<file path="config.mk">
export PLATFORM = sky130hd
export DESIGN_NAME = dpu_subsystem
export DESIGN_NICKNAME = d
export VERILOG_FILES = /design/src/hdl/dpu_pkg.sv /design/src/hdl/dpu_csr.sv /design/src/hdl/dpu_dispatch.sv /design/src/hdl/dpu_alu_unit.sv /design/src/hdl/dpu_simd_unit.sv /design/src/hdl/dpu_mac_unit.sv /design/src/hdl/dpu_subsystem.sv
export VERILOG_INCLUDE_DIRS = /design/src /design/src/hdl
export SDC_FILE = /design/constraint.sdc
export NUM_CORES = 2
export LEC_CHECK = 0
export ABC_CLOCK_PERIOD_IN_PS = 14800
export BUFFER_PORTS_ARGS = -buffer_cell sky130_fd_sc_hd__clkbuf_2
export CAP_MARGIN = 20
export CORE_MARGIN = 2
export CORE_UTILIZATION = 60
export CTS_BUF_LIST = sky130_fd_sc_hd__clkbuf_4 sky130_fd_sc_hd__clkbuf_8 sky130_fd_sc_hd__clkbuf_16
export DETAILED_ROUTE_END_ITERATION = 10
export PLACE_DENSITY = 0.75
export SLEW_MARGIN = 20
export SYNTH_ARGS = -nofsm -noshare
export SYNTH_HDL_FRONTEND = slang
export SYNTH_SLANG_ARGS = --single-unit
</file>
<file path="constraint.sdc">
create_clock -name clk_i -period 14.8 [get_ports clk_i]
set_input_delay 0.74 -clock clk_i [delete_from_list [all_inputs] [get_ports clk_i]]
set_output_delay 0.74 -clock clk_i [all_outputs]
set_load 0.01 [all_outputs]
</file>
<file path="src/hdl/dpu_defs.svh">
`ifndef DPU_DEFS_SVH
`define DPU_DEFS_SVH

// Datapath widths
`define DPU_DATA_W 32
`define DPU_LANES 4
`define DPU_LANE_W 8
`define DPU_TAG_W 5
`define DPU_OP_W 4

// MAC unit walks one lane per cycle
`define DPU_MAC_LAT `DPU_LANES

// Register map
`define DPU_CSR_AW 2
`define DPU_CSR_ENABLE 2'd0
`define DPU_CSR_STATUS 2'd1
`define DPU_CSR_ID 2'd2

// Read-only instance identifier
`define DPU_ID 32'hD9B0_0001

`endif

</file>
<file path="src/hdl/dpu_pkg.sv">
`include "dpu_defs.svh"

package dpu_pkg;

    // ==============================
    // Opcodes
    // ==============================

    // Upper bits roughly pick the unit
    // Codes not listed here are illegal
    typedef enum logic [`DPU_OP_W-1:0] {
        OP_ADD   = 4'd0,
        OP_SUB   = 4'd1,
        OP_MUL   = 4'd2,
        OP_VADDS = 4'd4,
        OP_VMAX  = 4'd5,
        OP_DOT   = 4'd8,
        OP_ACLR  = 4'd9,
        OP_RELU  = 4'd10
    } dpu_op_e;

    // ==============================
    // Data word
    // ==============================

    // Signed int8 lane
    typedef logic signed [`DPU_LANE_W-1:0] dpu_lane_t;

    // Same 32 bits seen as one integer or as four lanes
    // Lane 0 sits in bits 7:0
    typedef union packed {
        logic [`DPU_DATA_W-1:0]        scalar;
        dpu_lane_t [`DPU_LANES-1:0]    lanes;
    } dpu_word_u;

    // ==============================
    // Transactions
    // ==============================

    // CPU request
    typedef struct packed {
        dpu_op_e                opcode;
        dpu_word_u              operand_a;
        dpu_word_u              operand_b;
        logic [`DPU_TAG_W-1:0]  tag;
    } dpu_req_t;

    // Response back to the CPU
    // Tag echoes the request so the core knows the destination register
    typedef struct packed {
        dpu_word_u              data;
        logic                   error;
        logic [`DPU_TAG_W-1:0]  tag;
    } dpu_rsp_t;

    // Run-time unit enables
    // Bit 0 alu, bit 1 simd, bit 2 mac
    typedef struct packed {
        logic mac_en;
        logic simd_en;
        logic alu_en;
    } dpu_cfg_t;

endpackage

</file>
<file path="src/hdl/dpu_csr.sv">
`timescale 1ns/1ps
`include "dpu_defs.svh"

module dpu_csr (
    input  logic                      clk_i,
    input  logic                      arst_n_i,
    input  logic                      cfg_we_i,
    input  logic [`DPU_CSR_AW-1:0]    cfg_addr_i,
    input  logic [`DPU_DATA_W-1:0]    cfg_wdata_i,
    output logic [`DPU_DATA_W-1:0]    cfg_rdata_o,
    input  logic                      err_pulse_i,
    output dpu_pkg::dpu_cfg_t         cfg_o,
    output logic                      error_o
);

    localparam int CFG_W = $bits(dpu_pkg::dpu_cfg_t);

    dpu_pkg::dpu_cfg_t  cfg_q;
    logic               err_sticky_q;
    logic [7:0]         err_cnt_q;
    logic               status_clr;

    // Write-1-to-clear on status bit 0
    assign status_clr = cfg_we_i && (cfg_addr_i == `DPU_CSR_STATUS) && cfg_wdata_i[0];

    // Enable mask
    always_ff @(posedge clk_i or negedge arst_n_i) begin
        if (!arst_n_i) begin
            // All units on out of reset
            cfg_q <= '1;
        end else if (cfg_we_i && (cfg_addr_i == `DPU_CSR_ENABLE)) begin
            cfg_q <= dpu_pkg::dpu_cfg_t'(cfg_wdata_i[CFG_W-1:0]);
        end
    end

    // Sticky flag and saturating error count
    always_ff @(posedge clk_i or negedge arst_n_i) begin
        if (!arst_n_i) begin
            err_sticky_q <= 1'b0;
            err_cnt_q    <= '0;
        end else if (status_clr) begin
            err_sticky_q <= 1'b0;
            err_cnt_q    <= '0;
        end else if (err_pulse_i) begin
            err_sticky_q <= 1'b1;
            // Stops at 255
            if (err_cnt_q != 8'hFF) begin
                err_cnt_q <= err_cnt_q + 8'd1;
            end
        end
    end

    // Combinational readback
    always_comb begin
        case (cfg_addr_i)
            `DPU_CSR_ENABLE: cfg_rdata_o = {{(`DPU_DATA_W-CFG_W){1'b0}}, cfg_q};
            `DPU_CSR_STATUS: cfg_rdata_o = {16'h0, err_cnt_q, 7'h0, err_sticky_q};
            `DPU_CSR_ID:     cfg_rdata_o = `DPU_ID;
            default:         cfg_rdata_o = '0;
        endcase
    end

    assign cfg_o   = cfg_q;
    assign error_o = err_sticky_q;

endmodule

</file>
<file path="src/hdl/dpu_dispatch.sv">
`timescale 1ns/1ps

module dpu_dispatch (
    input  logic                clk_i,
    input  logic                arst_n_i,
    // CPU request side
    input  logic                req_valid_i,
    input  dpu_pkg::dpu_req_t   req_i,
    output logic                req_ready_o,
    // CPU response side
    output logic                rsp_valid_o,
    output dpu_pkg::dpu_rsp_t   rsp_o,
    input  logic                rsp_ready_i,
    // Register block
    input  dpu_pkg::dpu_cfg_t   cfg_i,
    output logic                busy_o,
    output logic                err_pulse_o,
    // Units
    output logic                alu_start_o,
    output logic                simd_start_o,
    output logic                mac_start_o,
    output dpu_pkg::dpu_req_t   unit_req_o,
    input  logic                alu_done_i,
    input  dpu_pkg::dpu_rsp_t   alu_rsp_i,
    input  logic                simd_done_i,
    input  dpu_pkg::dpu_rsp_t   simd_rsp_i,
    input  logic                mac_done_i,
    input  dpu_pkg::dpu_rsp_t   mac_rsp_i
);

    typedef enum logic [1:0] {
        ST_IDLE,
        ST_RUN,
        ST_HOLD
    } state_e;

    state_e             state_q;
    // One-hot unit select, bit order mac, simd, alu
    logic [2:0]         unit_hit;
    logic [2:0]         unit_en;
    logic [2:0]         sel_q;
    logic [2:0]         start_q;
    logic               accept;
    logic               done_hit;
    dpu_pkg::dpu_req_t  unit_req_q;
    dpu_pkg::dpu_rsp_t  done_rsp;
    dpu_pkg::dpu_rsp_t  rsp_q;

    // ==============================
    // Decode and enable check
    // ==============================

    always_comb begin
        unit_hit = 3'b000;
        case (req_i.opcode)
            dpu_pkg::OP_ADD, dpu_pkg::OP_SUB, dpu_pkg::OP_MUL: unit_hit = 3'b001;
            dpu_pkg::OP_VADDS, dpu_pkg::OP_VMAX:               unit_hit = 3'b010;
            dpu_pkg::OP_DOT, dpu_pkg::OP_ACLR, dpu_pkg::OP_RELU: unit_hit = 3'b100;
            default:                                           unit_hit = 3'b000;
        endcase
    end

    // Disabled unit looks the same as an illegal opcode
    assign unit_en = unit_hit & {cfg_i.mac_en, cfg_i.simd_en, cfg_i.alu_en};

    // Single transaction in flight
    assign req_ready_o = (state_q == ST_IDLE);
    assign busy_o      = ~req_ready_o;
    assign accept      = req_valid_i && req_ready_o;

    // Done from the unit that was started
    assign done_hit = |(sel_q & {mac_done_i, simd_done_i, alu_done_i});

    always_comb begin
        done_rsp = alu_rsp_i;
        if (sel_q[1]) begin
            done_rsp = simd_rsp_i;
        end
        if (sel_q[2]) begin
            done_rsp = mac_rsp_i;
        end
    end

    // ==============================
    // Transaction FSM
    // ==============================

    always_ff @(posedge clk_i or negedge arst_n_i) begin
        if (!arst_n_i) begin
            state_q <= ST_IDLE;
            sel_q   <= '0;
            start_q <= '0;
        end else begin
            // Start is a single-cycle strobe
            start_q <= '0;
            case (state_q)
                ST_IDLE: begin
                    if (req_valid_i) begin
                        sel_q <= unit_en;
                        if (|unit_en) begin
                            start_q <= unit_en;
                            state_q <= ST_RUN;
                        end else begin
                            // Error response goes out next cycle
                            state_q <= ST_HOLD;
                        end
                    end
                end
                ST_RUN: begin
                    if (done_hit) begin
                        state_q <= ST_HOLD;
                    end
                end
                ST_HOLD: begin
                    // Hold until the CPU takes the response
                    if (rsp_ready_i) begin
                        state_q <= ST_IDLE;
                    end
                end
                default: state_q <= ST_IDLE;
            endcase
        end
    end

    // Request and response payload
    always_ff @(posedge clk_i) begin
        if (accept) begin
            unit_req_q <= req_i;
        end
        if (accept && !(|unit_en)) begin
            rsp_q.data  <= '0;
            rsp_q.error <= 1'b1;
            rsp_q.tag   <= req_i.tag;
        end else if ((state_q == ST_RUN) && done_hit) begin
            rsp_q <= done_rsp;
        end
    end

    assign rsp_valid_o  = (state_q == ST_HOLD);
    assign rsp_o        = rsp_q;
    assign err_pulse_o  = rsp_valid_o && rsp_ready_i && rsp_q.error;

    assign alu_start_o  = start_q[0];
    assign simd_start_o = start_q[1];
    assign mac_start_o  = start_q[2];
    assign unit_req_o   = unit_req_q;

endmodule

</file>
<file path="src/hdl/dpu_alu_unit.sv">
`timescale 1ns/1ps
`include "dpu_defs.svh"

module dpu_alu_unit (
    input  logic                clk_i,
    input  logic                arst_n_i,
    input  logic                start_i,
    input  dpu_pkg::dpu_req_t   req_i,
    output logic                done_o,
    output dpu_pkg::dpu_rsp_t   rsp_o
);

    logic [`DPU_DATA_W-1:0] result;
    logic                   bad_op;

    // Scalar views only, results wrap modulo 2^32
    always_comb begin
        bad_op = 1'b0;
        case (req_i.opcode)
            dpu_pkg::OP_ADD: result = req_i.operand_a.scalar + req_i.operand_b.scalar;
            dpu_pkg::OP_SUB: result = req_i.operand_a.scalar - req_i.operand_b.scalar;
            // Low word of the product
            dpu_pkg::OP_MUL: result = req_i.operand_a.scalar * req_i.operand_b.scalar;
            default: begin
                result = '0;
                bad_op = 1'b1;
            end
        endcase
    end

    // Done one cycle after start
    always_ff @(posedge clk_i or negedge arst_n_i) begin
        if (!arst_n_i) begin
            done_o <= 1'b0;
        end else begin
            done_o <= start_i;
        end
    end

    // Result register
    always_ff @(posedge clk_i) begin
        if (start_i) begin
            rsp_o.data.scalar <= result;
            rsp_o.error       <= bad_op;
            rsp_o.tag         <= req_i.tag;
        end
    end

endmodule

</file>
<file path="src/hdl/dpu_simd_unit.sv">
`timescale 1ns/1ps
`include "dpu_defs.svh"

module dpu_simd_unit (
    input  logic                clk_i,
    input  logic                arst_n_i,
    input  logic                start_i,
    input  dpu_pkg::dpu_req_t   req_i,
    output logic                done_o,
    output dpu_pkg::dpu_rsp_t   rsp_o
);

    dpu_pkg::dpu_word_u result;
    logic               bad_op;

    // Lanes never carry into each other
    always_comb begin : p_lanes
        logic signed [`DPU_LANE_W:0] sum;
        result = '0;
        bad_op = 1'b0;
        for (int i = 0; i < `DPU_LANES; i++) begin
            // One extra bit catches the overflow
            sum = (`DPU_LANE_W+1)'(req_i.operand_a.lanes[i])
                + (`DPU_LANE_W+1)'(req_i.operand_b.lanes[i]);
            case (req_i.opcode)
                dpu_pkg::OP_VADDS: begin
                    // Clamp to -128..127
                    if (sum > 9'sd127) begin
                        result.lanes[i] = 8'h7F;
                    end else if (sum < -9'sd128) begin
                        result.lanes[i] = 8'h80;
                    end else begin
                        result.lanes[i] = sum[`DPU_LANE_W-1:0];
                    end
                end
                dpu_pkg::OP_VMAX: begin
                    // Signed compare per lane
                    result.lanes[i] = (req_i.operand_a.lanes[i] > req_i.operand_b.lanes[i]) ?
                                      req_i.operand_a.lanes[i] : req_i.operand_b.lanes[i];
                end
                default: bad_op = 1'b1;
            endcase
        end
    end

    // Single-cycle latency
    always_ff @(posedge clk_i or negedge arst_n_i) begin
        if (!arst_n_i) begin
            done_o <= 1'b0;
        end else begin
            done_o <= start_i;
        end
    end

    always_ff @(posedge clk_i) begin
        if (start_i) begin
            rsp_o.data  <= result;
            rsp_o.error <= bad_op;
            rsp_o.tag   <= req_i.tag;
        end
    end

endmodule

</file>
<file path="src/hdl/dpu_mac_unit.sv">
`timescale 1ns/1ps
`include "dpu_defs.svh"

module dpu_mac_unit (
    input  logic                clk_i,
    input  logic                arst_n_i,
    input  logic                start_i,
    input  dpu_pkg::dpu_req_t   req_i,
    output logic                done_o,
    output dpu_pkg::dpu_rsp_t   rsp_o
);

    localparam int CNT_W = $clog2(`DPU_MAC_LAT);

    logic                            active_q;
    logic [CNT_W-1:0]                cnt_q;
    logic [CNT_W-1:0]                lane_idx;
    logic                            step;
    logic                            last;
    dpu_pkg::dpu_req_t               req_q;
    dpu_pkg::dpu_req_t               cur_req;
    logic signed [2*`DPU_LANE_W-1:0] prod;
    logic signed [`DPU_DATA_W-1:0]   acc_q;
    logic signed [`DPU_DATA_W-1:0]   acc_nxt;
    logic signed [`DPU_DATA_W-1:0]   result;
    logic                            bad_op;

    // ==============================
    // Lane sequencing
    // ==============================

    // Lane 0 is handled in the start cycle itself
    assign step     = start_i || active_q;
    assign cur_req  = start_i ? req_i : req_q;
    assign lane_idx = start_i ? '0 : cnt_q;
    assign last     = step && (lane_idx == CNT_W'(`DPU_MAC_LAT-1));

    // int8 x int8 fits in 16 bits
    assign prod = cur_req.operand_a.lanes[lane_idx] * cur_req.operand_b.lanes[lane_idx];

    always_comb begin
        acc_nxt = acc_q;
        result  = acc_q;
        bad_op  = 1'b0;
        case (cur_req.opcode)
            // Accumulator wraps on overflow
            dpu_pkg::OP_DOT: begin
                acc_nxt = acc_q + `DPU_DATA_W'(prod);
                result  = acc_nxt;
            end
            dpu_pkg::OP_ACLR: begin
                acc_nxt = '0;
                result  = '0;
            end
            // ReLU readout, accumulator untouched
            dpu_pkg::OP_RELU: result = acc_q[`DPU_DATA_W-1] ? '0 : acc_q;
            default:          bad_op = 1'b1;
        endcase
    end

    // ==============================
    // State
    // ==============================

    always_ff @(posedge clk_i or negedge arst_n_i) begin
        if (!arst_n_i) begin
            active_q <= 1'b0;
            cnt_q    <= '0;
            acc_q    <= '0;
            done_o   <= 1'b0;
        end else begin
            done_o   <= last;
            active_q <= start_i || (active_q && !last);
            if (step) begin
                cnt_q <= CNT_W'(lane_idx + 1'b1);
                acc_q <= acc_nxt;
            end
        end
    end

    // Operands held for the remaining lanes
    always_ff @(posedge clk_i) begin
        if (start_i) begin
            req_q <= req_i;
        end
        if (last) begin
            rsp_o.data.scalar <= result;
            rsp_o.error       <= bad_op;
            rsp_o.tag         <= cur_req.tag;
        end
    end

endmodule

</file>
<file path="src/hdl/dpu_subsystem.sv">
`timescale 1ns/1ps
`include "dpu_defs.svh"

module dpu_subsystem (
    input  logic                      clk_i,
    input  logic                      arst_n_i,
    // Request port
    input  logic                      req_valid_i,
    input  dpu_pkg::dpu_req_t         req_i,
    output logic                      req_ready_o,
    // Response port
    output logic                      rsp_valid_o,
    output dpu_pkg::dpu_rsp_t         rsp_o,
    input  logic                      rsp_ready_i,
    // Configuration port
    input  logic                      cfg_we_i,
    input  logic [`DPU_CSR_AW-1:0]    cfg_addr_i,
    input  logic [`DPU_DATA_W-1:0]    cfg_wdata_i,
    output logic [`DPU_DATA_W-1:0]    cfg_rdata_o,
    // Status
    output logic                      busy_o,
    output logic                      error_o
);

    dpu_pkg::dpu_cfg_t  cfg;
    logic               err_pulse;
    dpu_pkg::dpu_req_t  unit_req;
    logic               alu_start;
    logic               simd_start;
    logic               mac_start;
    logic               alu_done;
    logic               simd_done;
    logic               mac_done;
    dpu_pkg::dpu_rsp_t  alu_rsp;
    dpu_pkg::dpu_rsp_t  simd_rsp;
    dpu_pkg::dpu_rsp_t  mac_rsp;

    // ==============================
    // Control
    // ==============================

    dpu_csr i_dpu_csr (
        .clk_i       (clk_i),
        .arst_n_i    (arst_n_i),
        .cfg_we_i    (cfg_we_i),
        .cfg_addr_i  (cfg_addr_i),
        .cfg_wdata_i (cfg_wdata_i),
        .cfg_rdata_o (cfg_rdata_o),
        .err_pulse_i (err_pulse),
        .cfg_o       (cfg),
        .error_o     (error_o)
    );

    dpu_dispatch i_dpu_dispatch (
        .clk_i        (clk_i),
        .arst_n_i     (arst_n_i),
        .req_valid_i  (req_valid_i),
        .req_i        (req_i),
        .req_ready_o  (req_ready_o),
        .rsp_valid_o  (rsp_valid_o),
        .rsp_o        (rsp_o),
        .rsp_ready_i  (rsp_ready_i),
        .cfg_i        (cfg),
        .busy_o       (busy_o),
        .err_pulse_o  (err_pulse),
        .alu_start_o  (alu_start),
        .simd_start_o (simd_start),
        .mac_start_o  (mac_start),
        .unit_req_o   (unit_req),
        .alu_done_i   (alu_done),
        .alu_rsp_i    (alu_rsp),
        .simd_done_i  (simd_done),
        .simd_rsp_i   (simd_rsp),
        .mac_done_i   (mac_done),
        .mac_rsp_i    (mac_rsp)
    );

    // ==============================
    // Accelerators
    // ==============================

    // All three share the request bus from the dispatcher
    dpu_alu_unit i_dpu_alu_unit (
        .clk_i    (clk_i),
        .arst_n_i (arst_n_i),
        .start_i  (alu_start),
        .req_i    (unit_req),
        .done_o   (alu_done),
        .rsp_o    (alu_rsp)
    );

    dpu_simd_unit i_dpu_simd_unit (
        .clk_i    (clk_i),
        .arst_n_i (arst_n_i),
        .start_i  (simd_start),
        .req_i    (unit_req),
        .done_o   (simd_done),
        .rsp_o    (simd_rsp)
    );

    dpu_mac_unit i_dpu_mac_unit (
        .clk_i    (clk_i),
        .arst_n_i (arst_n_i),
        .start_i  (mac_start),
        .req_i    (unit_req),
        .done_o   (mac_done),
        .rsp_o    (mac_rsp)
    );

endmodule

</file>
Word-level counts from Yosys, hierarchy flattened
Memories as Yosys holds them, arrays and structs flattened.
Index checks and enable logic that the tools add are counted.
W data, S select, Z words.
{"block": "op_classes", "n_mul": 2, "reduce_logical": 30, "n_eq_ne": 16, "bitwise": 3, "add_sub_neg": 9, "muxes": 47, "n_lt_le_gt_ge": 13}
{"operator": "$pmux W32 S3", "count": 3}
{"operator": "$mux W8", "count": 17}
{"operator": "$mux W38", "count": 2}
{"operator": "$mux W73", "count": 1}
{"operator": "$pmux W32 S2", "count": 1}
{"operator": "$pmux W8 S2", "count": 4}
{"operator": "$add A8 B8 Y9", "count": 4}
{"operator": "$gt A9 B8 Y1 const B", "count": 4}
{"operator": "$lt A9 B8 Y1 const B", "count": 4}
{"operator": "$add A32 B16 Y32", "count": 1}
{"operator": "$add A32 B32 Y32", "count": 1}
{"operator": "$bmux W8 S2", "count": 2}
{"operator": "$gt A8 B8 Y1", "count": 4}
{"operator": "$mul A32 B32 Y32", "count": 1}
{"operator": "$sub A32 B32 Y32", "count": 1}
{"operator": "$mux W31", "count": 1}
{"operator": "$mul A8 B8 Y16", "count": 1}
{"operator": "$eq A4 B4 Y1 const B", "count": 3}
{"operator": "$reduce_or A3 Y1", "count": 4}
{"operator": "$logic_and A1 B1 Y1", "count": 10}
{"operator": "$mux W2", "count": 5}
{"operator": "$mux W5", "count": 2}
{"operator": "$mux W3", "count": 3}
{"operator": "$add A8 B1 Y8 const B", "count": 1}
{"operator": "other kinds (22)", "count": 40}
{"block": "word_totals", "romBits": 48, "memories": 1, "elab_cells": 155, "inputBits": 112, "regBits": 356}
{"name": "(name not given)", "words": 16, "width": 3, "rd": 1, "rd_clocked_by_memory_dff": 0, "write_ports": 0, "line": "dpu_dispatch.sv:55", "text": "case (req_i.opcode)"}

Depth between registers and ports, before layout
{"block": "depth", "ltp_word": 6, "depth_mapped": 29, "mapped_depth_nobuf": 26}

Modules after synthesis
From an unflattened synthesis, not the netlist that was laid out.
{"block": "unflattened", "cells_unflattened": 4028, "area_unflattened_um2": 40542.6}
{"module": "dpu_alu_unit", "instances": 1, "area_per_inst_um2": 19598.8, "cells_each": 2191}
{"module": "dpu_mac_unit", "instances": 1, "area_per_inst_um2": 11099.4, "cells_each": 966}
{"module": "dpu_dispatch", "instances": 1, "area_per_inst_um2": 4938.5, "cells_each": 365}
{"module": "dpu_simd_unit", "instances": 1, "area_per_inst_um2": 4050.1, "cells_each": 410}
{"module": "dpu_csr", "instances": 1, "area_per_inst_um2": 855.8, "cells_each": 96}

Worst setup path before layout
Ideal clock, no wire load.
{"block": "synth_path", "kind": "register to register", "start": "reg i_dpu_mac_unit.cnt_q[1]", "end": "reg i_dpu_mac_unit.rsp_o[26] (netlist name) (data pin)", "t_required_ns": 14.543, "path_slack_ns": 6.573, "arrival_time_ns": 7.970, "path_stages_with_launch": 25, "n_path_buf": 3, "period_less_slack_ns": 8.227, "cell_sequence": "dfrtp_1 > buf_2 > nand2b_1 > clkbuf_1 > buf_2 > o211ai_1 > o21ai_1 > inv_1 > nor2_1 > inv_1 > fa_1 > inv_1 > fa_1 > fa_1 > fa_1 > fa_1 > ha_1 > a21o_1 > or3_1 > o21a_1 > nor2_1 > a211oi_1 > o21a_1 > or3_1 > a32o_1"}
{"block": "synth_between", "elab_chain_len": 6, "elab_cells_between_ends": 8, "classes_between": "add/sub: 1; mul: 1; mux: 6"}
{"element": "start, declared", "line": "dpu_mac_unit.sv:16", "text": "logic [CNT_W-1:0] cnt_q;"}
{"element": "start signal, assigned", "line": "dpu_mac_unit.sv:75", "text": "cnt_q <= CNT_W'(lane_idx + 1'b1);"}
{"element": "$mux W2 *", "line": "dpu_mac_unit.sv:35", "text": "assign lane_idx = start_i ? '0 : cnt_q;"}
{"element": "$bmux W8 S2", "line": "dpu_mac_unit.sv:39", "text": "assign prod = cur_req.operand_a.lanes[lane_idx] * cur_req.operand_b.lanes[lane_idx];"}
{"element": "$mux W8 (implied by the code)", "line": "dpu_mac_unit.sv:39"}
{"element": "$mul A8 B8 Y16 *", "line": "dpu_mac_unit.sv:39"}
{"element": "$add A32 B16 Y32 *", "line": "dpu_mac_unit.sv:48", "text": "acc_nxt = acc_q + `DPU_DATA_W'(prod);"}
{"element": "$pmux W32 S3 *", "line": "dpu_mac_unit.sv:45", "text": "case (cur_req.opcode)"}
{"element": "named net i_dpu_mac_unit.result[20]", "line": "dpu_mac_unit.sv:25", "text": "logic signed [`DPU_DATA_W-1:0] result;"}
{"element": "end, declared", "line": "dpu_mac_unit.sv:10", "text": "output dpu_pkg::dpu_rsp_t rsp_o"}
Mark *: on every way through the listed nets, which the timed path passes. The rest lies on a longest branch. The select of a mux whose other input is x is not followed.
A chain may end at the register's enable or synchronous reset.

Worst setup path in the final report
{"block": "layout_path", "start": "reg i_dpu_dispatch.start_q[2]", "end": "reg i_dpu_mac_unit.rsp_o[36] (netlist name) (data pin)"}
{"block": "layout_between", "elab_chain_len": 6, "elab_cells_between_ends": 12, "classes_between": "add/sub: 1; mul: 1; eq/ne: 3; mux: 7"}
{"element": "start, declared", "line": "dpu_dispatch.sv:42", "text": "logic [2:0] start_q;"}
{"element": "start signal, assigned", "line": "dpu_dispatch.sv:101", "text": "start_q <= unit_en;"}
{"element": "$mux W73 or $mux W2 (tied branches)"}
{"element": "$bmux W8 S2", "line": "dpu_mac_unit.sv:39"}
{"element": "$mux W8 (implied by the code)", "line": "dpu_mac_unit.sv:39"}
{"element": "$mul A8 B8 Y16", "line": "dpu_mac_unit.sv:39"}
{"element": "$add A32 B16 Y32", "line": "dpu_mac_unit.sv:48"}
{"element": "$pmux W32 S3 *", "line": "dpu_mac_unit.sv:45"}
{"element": "named net i_dpu_mac_unit.result[30]", "line": "dpu_mac_unit.sv:25"}
Marked as above.

==> metrics.txt <==
status finished, final reports clean; relative slew slack roughly 25%; Post-DP Area ~0.041 mm2; IO Pins ~190; Fin. Hold Viols 0; Max FO, Critical Path between 60 and 70; Setup Buffers After CTS 0; Synth Area per Inst a little under 10 um2; critical path arrival approximately 9000 ps; path depth of the worst reg2reg path 21; RSZ-0062 raised after global routing false; layout cells sized above 1 9.680%; vias per inst between 5 and 6; Final min period 8826 ps; Final TNS setup 0 ps; cell row count 94; TritonCTS Buffers 40; Sinks on Clock Net 356; Setup CP Type reg -> reg; Post-synth EDFFs between 150 and 200; asr flop ratio synth between 10% and 20%; Clk Latency, worst-skew pair 580 ps; H-Tree Level Count 2; final net count ~5000; Detailed Route Iter0 Violations approximately 2600; post-route clock period utilization between 50% and 60%; Design Area, Final ~0.042 mm2; core region area about 0.066 mm2; ys flop type edfxtp_1; Layout Area Growth over Synthesis 7.517%; maximum buffer depth of the clock tree 3; setup violators final 0; total grt overflow 0; Reg clk slew, reported paths around 60 ps; Synth Register Bits about 360; die height roughly 260 um; Critical R2R Launch i_dpu_dispatch.start_q[2]; Max Cap Violations 0; # DRC 0; FF-to-FF End i_dpu_mac_unit.rsp_o[36]; die area 0.06793 mm2; Synth warnings 0; wire per inst approximately 22 um; Ant. Diodes 0; post-CTS sizing 0; GRT Util Overall around 33%; Final ANT Viol Nets 0; Port Buffers 143; synth unique cells 94; # hold bufs at CTS 0; hpwl dp ~80000 um; initial antenna violation count 1; largest net degree at the start of global routing between 70 and 80; Detailed Routing Iterations Pass 1 6; first-pass GRT wire length between 150000 and 200000 um; Peak Freq 113.3 MHz; CTS root buffer clkbuf_16; CTS tree yes; Die Wd ~260 um; Worst setup SP type register; WL final between 100000 and 150000 um; Initial Util 60.32%; Post-Syn Area slightly below 0.04 mm2; count of mapped cells out of synthesis ~4000; Tightest Pin Transition 1131 ps; RePlAce Congestion 0.9370; Worst Skew around 35 ps; pins over their slew limit 0; r2r setup slk between 5000 and 6000 ps; required time worst endpoint around 15000 ps; register area share after synthesis between 20% and 30%; class of the tightest hold or removal check in -> async; number of global-route vias before repair roughly 30000; via count around 30000; Critical Path End Type register
cell type report:
type / instances / area, um2
Clock inverter: 17 / 173.9
Sequential cell: 356 / 9349
Tap cell: 864 / 1081
Timing Repair Buffer: 213 / 1274
Clock buffer: 56 / 1205
Multi-Input combinational cell: 2846 / 27140
Fill cell: 5222 / 23030
Inverter: 603 / 2265
state kept, by name (all words and copies together), names as in the netlist, 2 cells and up:
name	cells
i_dpu_dispatch.unit_req_o	73
i_dpu_mac_unit.req_q	73
i_dpu_dispatch.start_q	3
i_dpu_mac_unit.cnt_q	2
i_dpu_dispatch.state_q	2
i_dpu_csr.cfg_o	3
i_dpu_mac_unit.acc_q	32
i_dpu_simd_unit.rsp_o	38
i_dpu_mac_unit.rsp_o	38
i_dpu_csr.err_cnt_q	8
i_dpu_dispatch.sel_q	3
i_dpu_alu_unit.rsp_o	38
i_dpu_dispatch.rsp_o	38
cells in the final DEF, fill, tap and decap left out, types with 37 or more instances in the layout:
master and instances:
inv_1 601, fa_1 549, nand2_1 352, ha_1 290
nor2_1 262, and2_1 255, edfxtp_1 192, a21oi_1 153
clkbuf_2 143, xnor2_1 137, dfxtp_1 106, mux2i_1 100
o21ai_0 73, mux2_2 71, buf_4 68, xor2_1 60
dfrtp_1 52, clkbuf_16 43, a22o_1 42, a21o_1 39
o21a_1 37
cell usage after synthesis, types with 17 or more instances:
cell / n / area share (%)
inv_1: 602 / 5.7
xnor2_1: 137 / 3.0
nor3_1: 26 / 0.33
mux2i_1: 100 / 2.5
and2_1: 255 / 4.0
o21a_1: 37 / 0.70
fa_1: 549 / 28
o21ai_0: 73 / 0.92
dfrtp_1: 55 / 3.5
mux2_2: 71 / 2.0
o21bai_1: 17 / 0.32
ha_1: 290 / 9.2
nand2b_1: 18 / 0.28
dfxtp_1: 106 / 5.4
o221ai_1: 18 / 0.40
edfxtp_1: 192 / 15
nor2b_1: 26 / 0.41
o31ai_1: 22 / 0.42
xor2_1: 60 / 1.3
buf_4: 20 / 0.38
nand2_1: 352 / 3.3
o22ai_1: 35 / 0.55
a22o_1: 42 / 0.93
nand3_1: 28 / 0.35
o211ai_1: 23 / 0.44
nor2_1: 265 / 2.5
o21ai_1: 25 / 0.32
a21oi_1: 153 / 1.9
clkbuf_1: 154 / 1.5
a21o_1: 39 / 0.74
logic make-up after synthesis:
family	share of synthesized area, %
AND/OR/NAND/NOR	12.82
flip-flops	23.64
other	0.009490
XOR/XNOR	4.367
multiplexers	4.557
adder cells (fa/ha/maj)	37.00
buffers and inverters	7.846
AO/OA/AOI/OAI	9.762
critical path, stage by stage (launching register included):
cell	delay (ps)
dfrtp_4	610
buf_4	720
nand2b_1	340
buf_4	330
mux2i_1	120
mux2_2	370
or2_2	350
fa_1	720
inv_1	110
fa_1	480
inv_1	710
fa_1	550
inv_1	80
fa_1	410
ha_1	290
ha_1	390
a2111oi_0	770
and4bb_1	340
nor2_1	130
o2111ai_1	280
nand3_1	130
a32o_1	290
metal layers:
layer / routed length (um) / GRT usage, % / vias to the layer above
met5: 0 / 0 / -
met4: 4549 / 12.40 / 0
met3: 9851 / 5.798 / 273
met2: 49620 / 52.08 / 1283
met1: 44370 / 46.09 / 14540
li1: - / - / 13050
how the worst max path moves through the flow:
stage                         startpoint                  endpoint  slack [ps]  cells past startpoint
4_1_cts        i_dpu_dispatch.start_q[2]  i_dpu_mac_unit.rsp_o[31]        6050                     23
5_1_grt        i_dpu_dispatch.start_q[2]  i_dpu_mac_unit.rsp_o[36]        5450                     21
3_5_place_dp   i_dpu_dispatch.start_q[2]  i_dpu_mac_unit.rsp_o[31]        6120                     23
2_1_floorplan    i_dpu_mac_unit.cnt_q[1]  i_dpu_mac_unit.rsp_o[26]        6570                     24
3_3_place_gp   i_dpu_dispatch.start_q[2]  i_dpu_mac_unit.rsp_o[36]        6210                     21
6_report       i_dpu_dispatch.start_q[2]  i_dpu_mac_unit.rsp_o[36]        5970                     21
stage by stage:
step	hold WS (ps)	worst slack, ps	instances	utilization [%]
3_3_place_gp	433.3	6210	4880	62.67
6_report	308.5	5974	4955	64.85
4_1_cts	305.3	6050	4953	64.78
3_5_place_dp	439.3	6116	4880	62.67
5_1_grt	318.8	5455	4955	64.85
2_1_floorplan	424.6	6573	4002	-
Power is not shown: default switching activity piles up to over one toggle a cycle in this logic, so the estimate is an artifact.
